**config.mk**
```make
export PLATFORM = sky130hd
export DESIGN_NAME = cache_ctrl
export DESIGN_NICKNAME = d
export VERILOG_FILES = /design/src/logic/cache_pkg.sv /design/src/logic/cache_ctrl.sv
export SDC_FILE = /design/constraint.sdc
export NUM_CORES = 1
export LEC_CHECK = 0
export ABC_AREA = 1
export BUFFER_PORTS_ARGS = -buffer_cell sky130_fd_sc_hd__buf_2
export CORE_AREA = 2 2 144 146
export CTS_CLUSTER_DIAMETER = 200
export DETAILED_ROUTE_END_ITERATION = 7
export DIE_AREA = 0 0 146 148
export PLACE_DENSITY = 0.6
export SLEW_MARGIN = 20
export SYNTH_ARGS = -nofsm -noshare
export SYNTH_HDL_FRONTEND = slang
export SYNTH_SLANG_ARGS = --single-unit
```
**constraint.sdc**
```tcl
create_clock -name clk -period 5.9 [get_ports clk]
set_input_delay 0.295 -clock clk [delete_from_list [all_inputs] [get_ports clk]]
set_output_delay 0.295 -clock clk [all_outputs]
set_load 0.05 [all_outputs]
```
**src/logic/cache_pkg.sv**
```systemverilog
// Data cache shared definitions
package cache_pkg;

    // Field widths
    localparam int WORD_W     = 32;
    localparam int LINE_W     = 128;
    localparam int OFFSET_W   = 4;
    localparam int INDEX_W    = 7;
    localparam int TAG_W      = 7;
    localparam int MEM_ADDR_W = TAG_W + INDEX_W;  // Tag then index
    localparam int LINE_BYTES = LINE_W / 8;

    localparam int CACHE_DEPTH = 1 << INDEX_W;  // 128 lines

    // Memory latency in cycles, at least 2
    localparam int MEM_DELAY_CYCLES = 5;
    localparam int DELAY_CNT_W      = $clog2(MEM_DELAY_CYCLES);

    typedef logic [31:0]             addr_t;
    typedef logic [WORD_W-1:0]       word_t;
    typedef logic [LINE_W-1:0]       line_t;
    typedef logic [OFFSET_W-1:0]     offset_t;
    typedef logic [INDEX_W-1:0]      index_t;
    typedef logic [TAG_W-1:0]        tag_t;
    typedef logic [MEM_ADDR_W-1:0]   mem_addr_t;
    typedef logic [1:0]              size_t;
    typedef logic [DELAY_CNT_W-1:0]  delay_cnt_t;

    // Last cycle of a memory wait
    localparam delay_cnt_t DELAY_LAST = delay_cnt_t'(MEM_DELAY_CYCLES - 1);

    // Access size codes
    localparam size_t SIZE_NONE = 2'd0;  // No access
    localparam size_t SIZE_BYTE = 2'd1;
    localparam size_t SIZE_HALF = 2'd2;
    localparam size_t SIZE_WORD = 2'd3;

endpackage
```
**src/logic/cache_ctrl.sv**
```systemverilog
// Cache controller FSM
`timescale 1ns/1ps

module cache_ctrl import cache_pkg::*; (
    input  logic      clk,
    input  logic      rst,
    input  size_t     cpu_size,
    input  logic      cpu_wr,
    input  index_t    index,
    input  tag_t      tag,
    input  logic      hit,
    input  logic      line_dirty,
    input  tag_t      line_tag,
    input  line_t     rd_line,
    input  word_t     rd_word,
    output logic      tag_wr,
    output logic      mark_dirty,
    output logic      fill_clean,
    output logic      line_wr,
    output logic      line_from_mem,
    output logic      merge_cpu,
    output word_t     cpu_rdata,
    output logic      cpu_ready,
    output logic      cpu_wait,
    output mem_addr_t mem_addr,
    output line_t     mem_wdata,
    output logic      mem_wren
);

    typedef enum logic [1:0] {
        IDLE,
        WRITE_HIT,
        WRITE_BACK,
        FILL
    } ctrl_state_t;

    ctrl_state_t state;
    delay_cnt_t  delay_cnt;

    logic req_valid;
    logic miss_req;
    logic delay_done;
    logic fill_end;
    logic wb_to_fill;

    assign req_valid  = (cpu_size != SIZE_NONE);
    assign miss_req   = (state == IDLE) && req_valid && !hit;
    assign delay_done = (delay_cnt == DELAY_LAST);
    assign fill_end   = (state == FILL) && delay_done;        // Memory line sampled here
    assign wb_to_fill = (state == WRITE_BACK) && delay_done;

    // CPU side
    assign cpu_ready = (state == IDLE) && req_valid && hit;
    assign cpu_wait  = (state != IDLE);
    assign cpu_rdata = cpu_ready ? rd_word : '0;

    // Array update strobes
    assign line_wr       = (state == WRITE_HIT) || fill_end;
    assign merge_cpu     = (state == WRITE_HIT) || (fill_end && cpu_wr);
    assign mark_dirty    = merge_cpu;
    assign line_from_mem = fill_end;
    assign tag_wr        = fill_end;
    assign fill_clean    = fill_end && !cpu_wr;  // Read fill matches memory

    always_ff @(posedge clk) begin
        if (rst) begin
            state     <= IDLE;
            delay_cnt <= '0;
            mem_wren  <= 1'b0;
        end else begin
            mem_wren <= 1'b0;  // Single-cycle pulse
            case (state)
                IDLE: begin
                    if (req_valid) begin
                        if (hit) begin
                            if (cpu_wr) begin
                                state <= WRITE_HIT;
                            end
                        end else if (line_dirty) begin
                            state    <= WRITE_BACK;
                            mem_wren <= 1'b1;  // Old line goes out first
                        end else begin
                            state <= FILL;
                        end
                    end
                end
                WRITE_HIT: begin
                    state <= IDLE;
                end
                WRITE_BACK: begin
                    if (delay_done) begin
                        state     <= FILL;
                        delay_cnt <= '0;
                    end else begin
                        delay_cnt <= delay_cnt + 1'b1;
                    end
                end
                FILL: begin
                    if (delay_done) begin
                        state     <= IDLE;
                        delay_cnt <= '0;
                    end else begin
                        delay_cnt <= delay_cnt + 1'b1;
                    end
                end
                default: begin
                    state <= IDLE;
                end
            endcase
        end
    end

    // Memory address and write data
    always_ff @(posedge clk) begin
        if (miss_req) begin
            if (line_dirty) begin
                mem_addr  <= {line_tag, index};  // Victim line address
                mem_wdata <= rd_line;
            end else begin
                mem_addr <= {tag, index};
            end
        end else if (wb_to_fill) begin
            mem_addr <= {tag, index};  // Switch to the refill address
        end
    end

endmodule

```
==> impl_metrics.json <==
{
  "status": "finished clean",
  "slew_violations": 0,
  "layout-drive-gt1-share_pct": 63.6,
  "drt_iter0_markers": 202,
  "area_fraction_in_compound_gates_after_synthesis_pct": 1.56,
  "cts_max_level": 4,
  "worstSetupPathType": "reg -> reg",
  "die_area_mm2": 0.0216,
  "drt.antenna.violating_nets": 0,
  "final.fill_count": 1970,
  "gpl.final_weighted_congestion": 0.846,
  "postCtsHoldBufs": 0,
  "synth.net_count": 479,
  "arrival_ns": 2.56,
  "cts-root-buf": "clkbuf_16",
  "critical-path-slowest-cell": "buf_4",
  "dr_total_vias": 3717,
  "ios": 371,
  "numCtsBuffers": 17,
  "vias_per_cell": 3.88,
  "critical_path_peak_fanout": 61,
  "timing.critical_path.to_type": "flip-flop",
  "fmaxAchievable_mhz": 395,
  "synth-adder-area-share_pct": 0.489,
  "pwr_dens_mw_per_mm2": 344,
  "avgRoutedWirePerCell_um": 15.1,
  "layout_skew_ns": 0.00860,
  "timing.critical_path.from_type": "flip-flop",
  "grt_pass1_wl_mm": 20.4,
  "post_synth.cell_area_avg_um2": 17.7,
  "vdd.ir_drop.worst_mv": 0.144,
  "globalRoute.totalOverflow": 0,
  "firstDrtPassIters": 4,
  "finalCritPeriodShare_pct": 42.9,
  "totalNegativeSetupSlack_ns": 0,
  "worstSkewPairLatency_ns": 0.40,
  "postCtsSetupRepairBufs": 0,
  "period_needed_ns": 2.53,
  "max_slew_margin_pct": 46.3,
  "number_of_global_route_vias_before_repair": 3598,
  "critical_path.cell_chain": "nor2_4 > nand2_4 > nor2_8 > buf_4",
  "grt_antenna_before_repair": 4,
  "die_h_um": 148,
  "count_of_mapped_cells_out_of_synthesis": 289,
  "grt_use_met2_pct": 22.8,
  "rsz0062_at_grt": "false",
  "synthSimpleGateAreaFrac_pct": 7.57,
  "largest_net_degree_at_the_start_of_global_routing": 62,
  "num-nets-final": 864,
  "placeableCoreArea_mm2": 0.0200,
  "clockBufferDepth": 2,
  "maxCapViolations": 0,
  "ys_types": 20,
  "max_slew.worst_pin.slew_ns": 0.806,
  "finalHoldViolations": 0,
  "holdCritPathClass": "in -> reg",
  "globalRoute.busiestLayer": "met2",
  "post-dp-hpwl_mm": 11.6,
  "path_clk_slew_ns": 0.06,
  "yosys_register_bits": 148,
  "final_core_util_pct": 39.2,
  "grt_use_total_pct": 12.9,
  "std_cell_rows": 52,
  "initial_utilization_pct": 25.6,
  "dp_cells": 925,
  "fp.dieW_um": 146,
  "required_time_of_the_critical_path_ns": 5.93,
  "post_synth_mux_area_share_pct": 0,
  "tritoncts": "yes",
  "port-buffer-count": 370,
  "wirelength_mm": 14.5,
  "power.leakage_uw": 0.00362,
  "yosysSeqAreaShare_pct": 85.6,
  "synth_top_family_by_area": "simple AND/OR/NAND/NOR gates",
  "remaining_drc_errors": 0,
  "area_growth_pct": 53.3,
  "cts_sinks": 148,
  "finalNonFillerCells": 959,
  "cp_slowest_stage_delay_ns": 0.73,
  "setup-violations-final": 0,
  "met1_usage_in_global_routing_pct": 14.0,
  "synth_xor_area_share_pct": 0.171,
  "ctsResizeCount": 0,
  "whs_ns": 0.0589,
  "ys_warn_count": 0,
  "use_met3_pct": 4.41,
  "synthesis.area_mm2": 0.00512
}
==> area by class of cell <==
class | instances | area (um2) | share of cell area, %
multi-input combinational | 88 | 502 | 6.39
antenna | 3 | 7.51 | 0.0956
sequential | 148 | 4380 | 55.8
tap | 270 | 338 | 4.30
clock buffer | 17 | 425 | 5.42
timing repair buffer | 372 | 1870 | 23.8
inverter | 47 | 176 | 2.25
clock inverter | 14 | 154 | 1.96
==> cell families (layout without fill, tap and decap cells) <==
logic type / count (synthesis) / in the layout
other: 0 / 3
AND/OR/NAND/NOR: 69 / 69
flip-flops: 148 / 148
XOR/XNOR: 1 / 1
adder cells (fa/ha/maj): 2 / 2
AO/OA/AOI/OAI: 16 / 16
buffers and inverters: 53 / 450
==> registers in the layout, indices dropped and copies added, names as in the netlist <==
| signal | cells |
|---|---|
| mem_wdata | 128 |
| mem_addr | 14 |
| delay_cnt | 3 |
| mem_wren | 1 |
| state | 2 |
==> worst max-delay path: cells and delay by family (launching register included) <==
family | cells | cell delay [ns]
and+or+nand+nor | 3 | 0.95
buffers and inverters | 1 | 0.73
DFF | 1 | 0.39
==> path summary, 6_finish.rpt <==
path                                   start  slack [ns]            end  depth (start not counted)
worst max-delay path                state[1]        3.37  mem_wdata[78]                          4
worst min-delay path             rd_line[50]        0.06  mem_wdata[50]                          1
worst max register to register      state[1]        3.37  mem_wdata[78]                          4
worst min register to register  delay_cnt[1]        0.49   delay_cnt[1]                          2
==> power breakdown <==
group          leakage, uW  total [uW]  switching, uW  internal [uW]
clock network     0.000283        1050            426            627
registers          0.00136        1230           14.0           1210
logic              0.00198         423            322            100
==> metal layers <==
metal	wire [um]	share of wire, %
met1	5420	37
met2	7630	53
met3	1220	8.4
met4	264	1.8
met5	0	0
==> synth_stat cells (all sizes together) <==
cell type / n / share of area (%)
dfxtp: 6 / 2.3
edfxtp: 142 / 83
o21ai: 12 / 1.2
nand2: 24 / 2.0
nor3: 1 / 0.098
a21oi: 4 / 0.39
nand3: 5 / 0.73
buf: 6 / 1.2
nor2: 38 / 4.7
ha: 2 / 0.49
nand4: 1 / 0.12
inv: 47 / 3.4
xor2: 1 / 0.17
==> cells in the final DEF (no fill, tap or decap), types with 6 or more instances in the layout <==
master and n:
nor2_1 7, nor2_2 29, buf_2 370, dfxtp_1 6, o21ai_0 12, edfxtp_1 142
clkbuf_16 17, inv_1 47, nand2_1 22
==> per-stage QoR <==
stage / instance area (um2) / total power, uW / setup slack [ns]
CTS: 7850 / 2740 / 3.33
global placement: 7270 / 1670 / 3.34
floorplan: 5120 / 1540 / 3.63
detailed placement: 7270 / 1680 / 3.30
finish: 7850 / 2700 / 3.37
global route: 7850 / 2810 / 3.15
Power figures use the tool's default switching activity.
